### config.mk
export PLATFORM = sky130hd
export DESIGN_NAME = std_dcache
export DESIGN_NICKNAME = d
export VERILOG_FILES = /design/src/hw/dcache_pkg.sv /design/src/hw/cache_ctrl.sv /design/src/hw/data_store.sv /design/src/hw/std_dcache.sv /design/src/hw/tag_store.sv
export SDC_FILE = /design/constraint.sdc
export NUM_CORES = 2
export LEC_CHECK = 0
export BUFFER_PORTS_ARGS = -buffer_cell sky130_fd_sc_hd__buf_2
export CAP_MARGIN = 5
export CORE_MARGIN = 2
export CORE_UTILIZATION = 55
export CTS_CLUSTER_SIZE = 12
export DETAILED_ROUTE_END_ITERATION = 6
export GPL_ROUTABILITY_DRIVEN = 0
export PLACE_DENSITY_LB_ADDON = 0.05
export SETUP_SLACK_MARGIN = 0.5
export SLEW_MARGIN = 25
export SYNTH_ARGS = -nofsm -noshare
export SYNTH_HDL_FRONTEND = slang
export SYNTH_HIERARCHICAL = 1
export SYNTH_MEMORY_MAX_BITS = 65536
export SYNTH_SLANG_ARGS = --single-unit
### constraint.sdc
create_clock -name clk_i -period 23.8 [get_ports clk_i]
set_input_delay 7.14 -clock clk_i [delete_from_list [all_inputs] [get_ports clk_i]]
set_output_delay 7.14 -clock clk_i [all_outputs]
set_load 0.01 [all_outputs]
### src/hw/dcache_pkg.sv
// data cache widths, word and line types, core and miss request and response structs
package dcache_pkg;

  // --------------------
  // widths
  // --------------------
  // byte address
  localparam int unsigned ADDR_WIDTH     = 32;
  // one data word as seen by the core
  localparam int unsigned WORD_WIDTH     = 64;
  // one cache line as moved by a refill
  localparam int unsigned LINE_WIDTH     = 128;
  localparam int unsigned WORDS_PER_LINE = LINE_WIDTH / WORD_WIDTH;

  typedef logic [WORD_WIDTH-1:0]   word_t;
  typedef logic [ADDR_WIDTH-1:0]   addr_t;
  typedef logic [WORD_WIDTH/8-1:0] be_t;

  // line as one raw vector for refill and arrays, or as words for select and merge
  typedef union packed {
    logic [LINE_WIDTH-1:0]      raw;
    word_t [WORDS_PER_LINE-1:0] words;
  } cache_line_u;

  // --------------------
  // core port
  // --------------------
  // data_req is held until data_gnt
  typedef struct packed {
    logic  data_req;
    logic  we;
    addr_t addr;
    be_t   be;
    word_t wdata;
  } core_req_t;

  typedef struct packed {
    logic  data_gnt;
    logic  data_rvalid;
    word_t data_rdata;
  } core_rsp_t;

  // --------------------
  // miss unit port
  // --------------------
  // valid is held until miss_gnt or bypass_gnt
  typedef struct packed {
    logic  valid;
    logic  bypass;
    logic  we;
    addr_t addr;
    be_t   be;
    word_t wdata;
  } miss_req_t;

endpackage

### src/hw/cache_ctrl.sv
// write-through cache controller FSM with saved request and miss and bypass request generation
`timescale 1ns/1ps

module cache_ctrl
  import dcache_pkg::*;
#(
  parameter int unsigned NUM_WAYS = 2,
  parameter int unsigned NUM_SETS = 16,
  localparam int unsigned OFFSET_W   = $clog2(LINE_WIDTH / 8),
  localparam int unsigned INDEX_W    = $clog2(NUM_SETS),
  localparam int unsigned TAG_W      = ADDR_WIDTH - INDEX_W - OFFSET_W,
  localparam int unsigned WORD_OFF_W = $clog2(WORDS_PER_LINE),
  localparam int unsigned LINE_BYTES = LINE_WIDTH / 8
) (
  input  logic                  clk_i,
  input  logic                  rst_ni,
  input  logic                  bypass_i,
  // core side
  input  core_req_t             req_i,
  output core_rsp_t             rsp_o,
  // tag and data store results, one cycle after rd_en_o
  input  logic [NUM_WAYS-1:0]   hit_way_i,
  input  logic [NUM_WAYS-1:0]   victim_way_i,
  input  word_t                 rd_word_i,
  // miss unit
  output miss_req_t             miss_req_o,
  input  logic                  miss_gnt_i,
  input  logic                  bypass_gnt_i,
  input  logic                  refill_valid_i,
  input  cache_line_u           refill_line_i,
  input  logic                  bypass_valid_i,
  input  word_t                 bypass_data_i,
  // array read port
  output logic                  rd_en_o,
  output logic [INDEX_W-1:0]    rd_index_o,
  output logic [WORD_OFF_W-1:0] rd_offset_o,
  // array write port
  output logic                  wr_en_o,
  output logic [NUM_WAYS-1:0]   wr_way_o,
  output logic [INDEX_W-1:0]    wr_index_o,
  output cache_line_u           wr_line_o,
  output logic [LINE_BYTES-1:0] wr_be_o,
  output logic                  tag_wr_o,
  output logic [TAG_W-1:0]      wr_tag_o,
  // observation
  output logic                  busy_o,
  output logic                  hit_o
);

  localparam int unsigned WORD_LSB = $clog2(WORD_WIDTH / 8);
  localparam int unsigned BE_W     = WORD_WIDTH / 8;

  typedef enum logic [2:0] {
    IDLE,
    LOOKUP,
    STORE_WRITE,
    WRITE_THROUGH,
    MISS_REQ,
    WAIT_REFILL,
    BYPASS_REQ,
    BYPASS_WAIT
  } state_e;

  // request as accepted from the core
  typedef struct packed {
    logic  bypass;
    logic  we;
    addr_t addr;
    be_t   be;
    word_t wdata;
  } saved_req_t;

  state_e              state_d, state_q;
  saved_req_t          req_d, req_q;
  // hit way for a store, victim way for a refill
  logic [NUM_WAYS-1:0] way_d, way_q;

  assign busy_o      = (state_q != IDLE);
  // index and offset go straight from the core so the arrays read in the accept cycle
  assign rd_index_o  = req_i.addr[OFFSET_W +: INDEX_W];
  assign rd_offset_o = req_i.addr[WORD_LSB +: WORD_OFF_W];
  // saved tag serves both as compare tag and refill tag
  assign wr_tag_o    = req_q.addr[ADDR_WIDTH-1 -: TAG_W];

  // --------------------
  // cache FSM
  // --------------------
  always_comb begin : ctrl_fsm
    logic [WORD_OFF_W-1:0] word_off;
    logic                  accept_ok;

    word_off  = req_q.addr[WORD_LSB +: WORD_OFF_W];
    accept_ok = 1'b0;

    state_d = state_q;
    req_d   = req_q;
    way_d   = way_q;

    rsp_o   = '0;
    hit_o   = 1'b0;
    rd_en_o = 1'b0;

    // payload always follows the saved request, valid is set per state
    miss_req_o        = '0;
    miss_req_o.bypass = req_q.bypass;
    miss_req_o.we     = req_q.we;
    miss_req_o.addr   = req_q.addr;
    miss_req_o.be     = req_q.be;
    miss_req_o.wdata  = req_q.wdata;

    wr_en_o    = 1'b0;
    tag_wr_o   = 1'b0;
    wr_way_o   = way_q;
    wr_index_o = req_q.addr[OFFSET_W +: INDEX_W];
    wr_line_o  = '0;
    wr_be_o    = '0;

    case (state_q)
      IDLE: begin
        accept_ok = 1'b1;
      end

      // tags and data of the saved index are valid now
      LOOKUP: begin
        if (|hit_way_i) begin
          if (!req_q.we) begin
            hit_o             = 1'b1;
            rsp_o.data_rvalid = 1'b1;
            rsp_o.data_rdata  = rd_word_i;
            state_d           = IDLE;
            // next load may be taken while this one returns
            accept_ok         = 1'b1;
          end else begin
            way_d   = hit_way_i;
            state_d = STORE_WRITE;
          end
        end else if (req_q.we) begin
          // store miss, no allocation
          state_d = WRITE_THROUGH;
        end else begin
          way_d   = victim_way_i;
          state_d = MISS_REQ;
        end
      end

      // merge store word into the hit line
      STORE_WRITE: begin
        wr_en_o = 1'b1;
        for (int unsigned i = 0; i < WORDS_PER_LINE; i++) begin
          wr_line_o.words[i] = req_q.wdata;
        end
        wr_be_o[word_off*BE_W +: BE_W] = req_q.be;
        state_d = WRITE_THROUGH;
      end

      // memory write, store is granted when it is taken
      WRITE_THROUGH: begin
        miss_req_o.valid = 1'b1;
        if (miss_gnt_i) begin
          rsp_o.data_gnt = 1'b1;
          state_d        = IDLE;
        end
      end

      MISS_REQ: begin
        miss_req_o.valid = 1'b1;
        if (miss_gnt_i) begin
          state_d = WAIT_REFILL;
        end
      end

      // whole line goes into the victim way, critical word to the core
      WAIT_REFILL: begin
        if (refill_valid_i) begin
          wr_en_o           = 1'b1;
          tag_wr_o          = 1'b1;
          wr_line_o         = refill_line_i;
          wr_be_o           = '1;
          rsp_o.data_rvalid = 1'b1;
          rsp_o.data_rdata  = refill_line_i.words[word_off];
          state_d           = IDLE;
        end
      end

      BYPASS_REQ: begin
        miss_req_o.valid = 1'b1;
        if (bypass_gnt_i) begin
          if (req_q.we) begin
            rsp_o.data_gnt = 1'b1;
            state_d        = IDLE;
          end else begin
            state_d = BYPASS_WAIT;
          end
        end
      end

      BYPASS_WAIT: begin
        if (bypass_valid_i) begin
          rsp_o.data_rvalid = 1'b1;
          rsp_o.data_rdata  = bypass_data_i;
          state_d           = IDLE;
        end
      end

      default: begin
        state_d = IDLE;
      end
    endcase

    // --------------------
    // new request
    // --------------------
    if (accept_ok && req_i.data_req) begin
      req_d.bypass = bypass_i;
      req_d.we     = req_i.we;
      req_d.addr   = req_i.addr;
      req_d.be     = req_i.be;
      req_d.wdata  = req_i.wdata;
      // loads are granted here, stores once memory takes them
      rsp_o.data_gnt = !req_i.we;
      if (bypass_i) begin
        state_d = BYPASS_REQ;
      end else begin
        rd_en_o = 1'b1;
        state_d = LOOKUP;
      end
    end
  end

  // --------------------
  // registers
  // --------------------
  always_ff @(posedge clk_i or negedge rst_ni) begin
    if (!rst_ni) begin
      state_q <= IDLE;
    end else begin
      state_q <= state_d;
    end
  end

  always_ff @(posedge clk_i) begin
    req_q <= req_d;
    way_q <= way_d;
  end

endmodule

### src/hw/data_store.sv
// line arrays per way with byte-enable writes and hit-way word select
`timescale 1ns/1ps

module data_store
  import dcache_pkg::*;
#(
  parameter int unsigned NUM_WAYS = 2,
  parameter int unsigned NUM_SETS = 16,
  localparam int unsigned INDEX_W    = $clog2(NUM_SETS),
  localparam int unsigned WORD_OFF_W = $clog2(WORDS_PER_LINE),
  localparam int unsigned LINE_BYTES = LINE_WIDTH / 8
) (
  input  logic                  clk_i,
  input  logic                  rd_en_i,
  input  logic [INDEX_W-1:0]    rd_index_i,
  input  logic [WORD_OFF_W-1:0] rd_offset_i,
  input  logic [NUM_WAYS-1:0]   hit_way_i,
  input  logic                  wr_en_i,
  input  logic [NUM_WAYS-1:0]   wr_way_i,
  input  logic [INDEX_W-1:0]    wr_index_i,
  input  cache_line_u           wr_line_i,
  input  logic [LINE_BYTES-1:0] wr_be_i,
  output word_t                 rd_word_o
);

  cache_line_u                        lines_q [NUM_WAYS][NUM_SETS];
  // whole set as read one cycle after rd_en_i
  cache_line_u [NUM_WAYS-1:0]         rd_lines_q;
  logic        [WORD_OFF_W-1:0]       rd_offset_q;

  // --------------------
  // array access
  // --------------------
  always_ff @(posedge clk_i) begin
    if (rd_en_i) begin
      for (int unsigned w = 0; w < NUM_WAYS; w++) begin
        rd_lines_q[w] <= lines_q[w][rd_index_i];
      end
      rd_offset_q <= rd_offset_i;
    end
    for (int unsigned w = 0; w < NUM_WAYS; w++) begin
      for (int unsigned b = 0; b < LINE_BYTES; b++) begin
        if (wr_en_i && wr_way_i[w] && wr_be_i[b]) begin
          lines_q[w][wr_index_i].raw[b*8 +: 8] <= wr_line_i.raw[b*8 +: 8];
        end
      end
    end
  end

  // hit way is one-hot, so OR of the selected words
  always_comb begin
    rd_word_o = '0;
    for (int unsigned w = 0; w < NUM_WAYS; w++) begin
      if (hit_way_i[w]) begin
        rd_word_o = rd_word_o | rd_lines_q[w].words[rd_offset_q];
      end
    end
  end

endmodule

### src/hw/std_dcache.sv
// data cache top level with controller, tag store and data store
`timescale 1ns/1ps

module std_dcache
  import dcache_pkg::*;
#(
  parameter int unsigned NUM_WAYS = 2,
  parameter int unsigned NUM_SETS = 16
) (
  input  logic        clk_i,
  input  logic        rst_ni,
  input  logic        bypass_i,
  input  core_req_t   req_i,
  output core_rsp_t   rsp_o,
  output miss_req_t   miss_req_o,
  input  logic        miss_gnt_i,
  input  logic        bypass_gnt_i,
  input  logic        refill_valid_i,
  input  cache_line_u refill_line_i,
  input  logic        bypass_valid_i,
  input  word_t       bypass_data_i,
  output logic        busy_o,
  output logic        hit_o
);

  localparam int unsigned INDEX_W    = $clog2(NUM_SETS);
  localparam int unsigned TAG_W      = ADDR_WIDTH - INDEX_W - $clog2(LINE_WIDTH / 8);
  localparam int unsigned WORD_OFF_W = $clog2(WORDS_PER_LINE);
  localparam int unsigned LINE_BYTES = LINE_WIDTH / 8;

  // read side
  logic                  rd_en;
  logic [INDEX_W-1:0]    rd_index;
  logic [WORD_OFF_W-1:0] rd_offset;
  logic [NUM_WAYS-1:0]   hit_way;
  logic [NUM_WAYS-1:0]   victim_way;
  word_t                 rd_word;
  // write side, shared by store merge and refill
  logic                  wr_en;
  logic [NUM_WAYS-1:0]   wr_way;
  logic [INDEX_W-1:0]    wr_index;
  cache_line_u           wr_line;
  logic [LINE_BYTES-1:0] wr_be;
  logic                  tag_wr;
  // saved tag, used for compare and for refill
  logic [TAG_W-1:0]      req_tag;

  cache_ctrl #(
    .NUM_WAYS(NUM_WAYS),
    .NUM_SETS(NUM_SETS)
  ) i_cache_ctrl (
    .clk_i,
    .rst_ni,
    .bypass_i,
    .req_i,
    .rsp_o,
    .hit_way_i     (hit_way),
    .victim_way_i  (victim_way),
    .rd_word_i     (rd_word),
    .miss_req_o,
    .miss_gnt_i,
    .bypass_gnt_i,
    .refill_valid_i,
    .refill_line_i,
    .bypass_valid_i,
    .bypass_data_i,
    .rd_en_o       (rd_en),
    .rd_index_o    (rd_index),
    .rd_offset_o   (rd_offset),
    .wr_en_o       (wr_en),
    .wr_way_o      (wr_way),
    .wr_index_o    (wr_index),
    .wr_line_o     (wr_line),
    .wr_be_o       (wr_be),
    .tag_wr_o      (tag_wr),
    .wr_tag_o      (req_tag),
    .busy_o,
    .hit_o
  );

  tag_store #(
    .NUM_WAYS(NUM_WAYS),
    .NUM_SETS(NUM_SETS)
  ) i_tag_store (
    .clk_i,
    .rst_ni,
    .rd_en_i      (rd_en),
    .rd_index_i   (rd_index),
    .cmp_tag_i    (req_tag),
    .wr_en_i      (tag_wr),
    .wr_way_i     (wr_way),
    .wr_index_i   (wr_index),
    .wr_tag_i     (req_tag),
    .hit_way_o    (hit_way),
    .victim_way_o (victim_way)
  );

  data_store #(
    .NUM_WAYS(NUM_WAYS),
    .NUM_SETS(NUM_SETS)
  ) i_data_store (
    .clk_i,
    .rd_en_i     (rd_en),
    .rd_index_i  (rd_index),
    .rd_offset_i (rd_offset),
    .hit_way_i   (hit_way),
    .wr_en_i     (wr_en),
    .wr_way_i    (wr_way),
    .wr_index_i  (wr_index),
    .wr_line_i   (wr_line),
    .wr_be_i     (wr_be),
    .rd_word_o   (rd_word)
  );

endmodule

### src/hw/tag_store.sv
// valid and tag arrays per way with tag compare and round-robin victim choice
`timescale 1ns/1ps

module tag_store
  import dcache_pkg::*;
#(
  parameter int unsigned NUM_WAYS = 2,
  parameter int unsigned NUM_SETS = 16,
  localparam int unsigned INDEX_W = $clog2(NUM_SETS),
  localparam int unsigned TAG_W   = ADDR_WIDTH - INDEX_W - $clog2(LINE_WIDTH / 8)
) (
  input  logic                clk_i,
  input  logic                rst_ni,
  input  logic                rd_en_i,
  input  logic [INDEX_W-1:0]  rd_index_i,
  input  logic [TAG_W-1:0]    cmp_tag_i,
  input  logic                wr_en_i,
  input  logic [NUM_WAYS-1:0] wr_way_i,
  input  logic [INDEX_W-1:0]  wr_index_i,
  input  logic [TAG_W-1:0]    wr_tag_i,
  output logic [NUM_WAYS-1:0] hit_way_o,
  output logic [NUM_WAYS-1:0] victim_way_o
);

  localparam int unsigned WAY_W = (NUM_WAYS > 1) ? $clog2(NUM_WAYS) : 1;

  logic [TAG_W-1:0]    tags_q  [NUM_WAYS][NUM_SETS];
  logic [NUM_WAYS-1:0] valid_q [NUM_SETS];
  // round-robin pointer per set
  logic [WAY_W-1:0]    rr_q    [NUM_SETS];
  logic [INDEX_W-1:0]  index_q;

  // compare and victim both work on the index of the last read
  always_comb begin
    for (int unsigned w = 0; w < NUM_WAYS; w++) begin
      hit_way_o[w] = valid_q[index_q][w] && (tags_q[w][index_q] == cmp_tag_i);
    end
    victim_way_o = '0;
    victim_way_o[rr_q[index_q]] = 1'b1;
    // an empty way wins over the pointer, lowest first
    for (int w = NUM_WAYS - 1; w >= 0; w--) begin
      if (!valid_q[index_q][w]) begin
        victim_way_o    = '0;
        victim_way_o[w] = 1'b1;
      end
    end
  end

  always_ff @(posedge clk_i or negedge rst_ni) begin
    if (!rst_ni) begin
      index_q <= '0;
      valid_q <= '{default: '0};
      rr_q    <= '{default: '0};
    end else begin
      if (rd_en_i) begin
        index_q <= rd_index_i;
      end
      if (wr_en_i) begin
        valid_q[wr_index_i] <= valid_q[wr_index_i] | wr_way_i;
        // step past the way just filled
        if (rr_q[wr_index_i] == WAY_W'(NUM_WAYS - 1)) begin
          rr_q[wr_index_i] <= '0;
        end else begin
          rr_q[wr_index_i] <= rr_q[wr_index_i] + 1'b1;
        end
      end
    end
  end

  always_ff @(posedge clk_i) begin
    for (int unsigned w = 0; w < NUM_WAYS; w++) begin
      if (wr_en_i && wr_way_i[w]) begin
        tags_q[w][wr_index_i] <= wr_tag_i;
      end
    end
  end

endmodule

==> metrics.cfg <==
[outcome]
status = finished, violations left
failed_checks = DRC

[detailed_routing]
vias = 106000
finalWirelength_um = 578000
drc_errors = 2
drt_iter0_markers = 14300
vias_per_cell = 6.66
wire_per_inst_um = 36.3
firstDrtPassIters = 7
detail-route-antenna-nets = 0

[logic_synthesis]
async_flop_share_pct = 1.04
synthDistinctLibCells = 73
yosysSeqAreaShare_pct = 76.9
yosysTopAreaCell = edfxtp_1
syn_area_per_cell_um2 = 20.8
synth_common_cells = edfxtp_1, mux4_2, nor2_1
syn_nets = 10200
yosysWarnings = 6
ys_top_cells_by_area = edfxtp_1, mux4_2, mux2i_1
synth_top_flop_cell = edfxtp_1
netlist_instances = 9905
syn_area_um2 = 206000
yosysMostFrequentCell = edfxtp_1
synth.top_cell.area_share_pct = 76.3
synth_edf_count = 5229
ys_seq_elements = 5284

[floorplan]
ios = 480
start_util_pct = 55.3
coreArea_um2 = 372000
die_y_um = 616
die_area_um2 = 379000
num_rows = 224
die_w_um = 616

[power]
power.density_nw_per_um2 = 96.5
ir_drop_mv = 0.0787
leakage_nw = 74.9

[finish]
area_growth_pct = 11.8
fillCellCount = 25900
nNetsFinal = 10900
layout-drive-gt1-share_pct = 25.9
multi_input_area_um2 = 44500
ff_latch_area_um2 = 158000
final_cell_area_um2 = 230000

[timing]
max_freq_mhz = 58.2
max_slew_margin_pct = 18.7
finalMaxSlewViolations = 0
min_period_ps = 17180
fin_crit_sh_pct = 72.2
setup_tns_ps = 0
finalClockSkew_ps = 58.2
hold_ws_ps = 527
rsz0062_at_grt = false
finalHoldViolations = 0
tightest_slew_ps = 1220
report.final.setup_viol = 0

[critical_path]
slowest_delay_ps = 1100
critical_path_required_ps = 16660
cp-start-kind = input pin
worst_ep_arrival_time_ps = 10040
worst_path_max_delay_cell = a221o_1
critPathKind = input pin to primary output
crit_chain = buf_2, nand2_1, nor2_4, buf_4, a221o_1, buf_2
cp_max_fo = 43
cpMostUsedCell = buf_2
critPathCaptureType = primary output

[clock_tree]
cts_setup_buffers = 0
post_cts_resize_count = 0
cts_tree = done
numCtsBuffers = 555
clockBufferDepth = 4
insertion_delay_ps = 1050
htree_levels = 6
cts.clk_slew.worst_paths_ps = 60
cts_hold_buf = 0
cts-root-buf = clkbuf_16
clkSinkCount = 5284

[grt]
antenna_found_initial = 37
grt_pass1_wl_um = 806000
globalRouteTotalUtil_pct = 30.3
grt_overflow = 0
grt_pass1_vias = 106000
grt_start_max_net_pins = 134

[place]
dpl.hpwl_um = 347000
port_buffers = 479
place_area_um2 = 214000

[flow_run]
cap_violations = 0

[worst_hold_path]
hold_class = flop to flop

==> where the power goes <==
group	switching, mW	internal [mW]	total [mW]
clock network	3.45	4.47	7.92
logic	2.16	0.956	3.12
registers	0.160	11.0	11.2
total	5.77	16.4	22.2
==> path summary, 6_finish.rpt <==
path                                         from                      endpoint  slack [ps]  cells past startpoint
max                                bypass_valid_i                     rsp_o[52]        6620                      6
min                           i_tag_store/rr_q[5]           i_tag_store/rr_q[5]         530                      1
max reg2reg                i_tag_store/index_q[0]  i_data_store/rd_lines_q[187]       15150                     17
min reg2reg                   i_tag_store/rr_q[5]           i_tag_store/rr_q[5]         530                      1
max in group asynchronous                  rst_ni       i_tag_store/valid_q[11]       16840                      2
min in group asynchronous                  rst_ni       i_cache_ctrl/state_q[2]        6260                      2
==> registers in the layout, summed over array words and instances (netlist names) <==
register                  count
i_cache_ctrl/state_q          3
i_cache_ctrl/miss_req_o     106
i_tag_store/rr_q             16
i_tag_store/index_q           4
i_tag_store/tags_q          768
i_cache_ctrl/wr_way_o         2
i_data_store/rd_offset_q      1
i_tag_store/valid_q          32
i_data_store/rd_lines_q     256
i_data_store/lines_q       4096
==> through the flow <==
stage | worst slack (ps) | total power, mW | cells | util, %
2_1_floorplan | 4060 | 13.1 | 9905 | -
3_3_place_gp | 6900 | 14.4 | 15000 | 57.4
3_5_place_dp | 6820 | 14.5 | 15000 | 57.4
4_1_cts | 6820 | 22.3 | 15900 | 61.7
5_1_grt | 6670 | 22.8 | 15900 | 61.8
6_report | 6620 | 22.2 | 15900 | 61.8
==> final cells by class <==
cell class	count	area share, %
multi-input combinational	3934	19.3
inverter	27	0.0495
tap	4972	2.70
clock inverter	196	0.558
timing repair buffer	750	2.01
clock buffer	733	6.47
sequential	5284	68.8
antenna	41	0.0446
==> cell usage in the layout (no fill, tap or decap), drive strengths merged, types with 6 or more instances in the layout <==
master,n
a221o,64
mux2i,397
a22o,201
bufinv,8
o21ai,30
a21o,17
buf,750
a22oi,497
a221oi,10
dfrtp,55
a21oi,27
nor2b,17
or2,8
mux2,189
mux4,1101
clkbuf,733
o31ai,6
edfxtp,5229
and2,44
o22ai,115
o2111ai,6
nor4,6
diode,41
nand2,306
xor2,17
nand2b,11
nand3,85
nor3,15
clkinv,154
a31oi,8
xnor2,24
nor2,677
inv,60
==> critical path: cells and delay by family <==
kind | cells | cell delay (ps)
AND/OR/NAND/NOR | 2 | 550
AO/OA/AOI/OAI | 1 | 1100
buffers and inverters | 3 | 1070
==> routing by layer <==
metal / up-vias / wire length (um) / GRT usage (%)
met4: 12 / 19900 / 9.94
met5: - / 85 / 0
met3: 984 / 57500 / 6.28
met2: 5750 / 273000 / 47.3
li1: 42500 / - / -
met1: 56900 / 228000 / 43.2
==> cells by family (layout without fill, tap and decap cells) <==
| family | count (synthesis) | in the layout | synth area share, % |
|---|---|---|---|
| muxes | 1687 | 1687 | 15.0 |
| AOI/OAI and AO/OA | 1016 | 1016 | 3.81 |
| adders and majority gates | 3 | 3 | 0.0182 |
| other | 0 | 41 | 0 |
| buffers and inverters | 687 | 1706 | 1.66 |
| and+or+nand+nor | 1187 | 1187 | 2.38 |
| xor gates and xnor gates | 41 | 41 | 0.174 |
| DFF | 5284 | 5284 | 76.9 |
No activity file was read; power rests on OpenSTA's default activity.
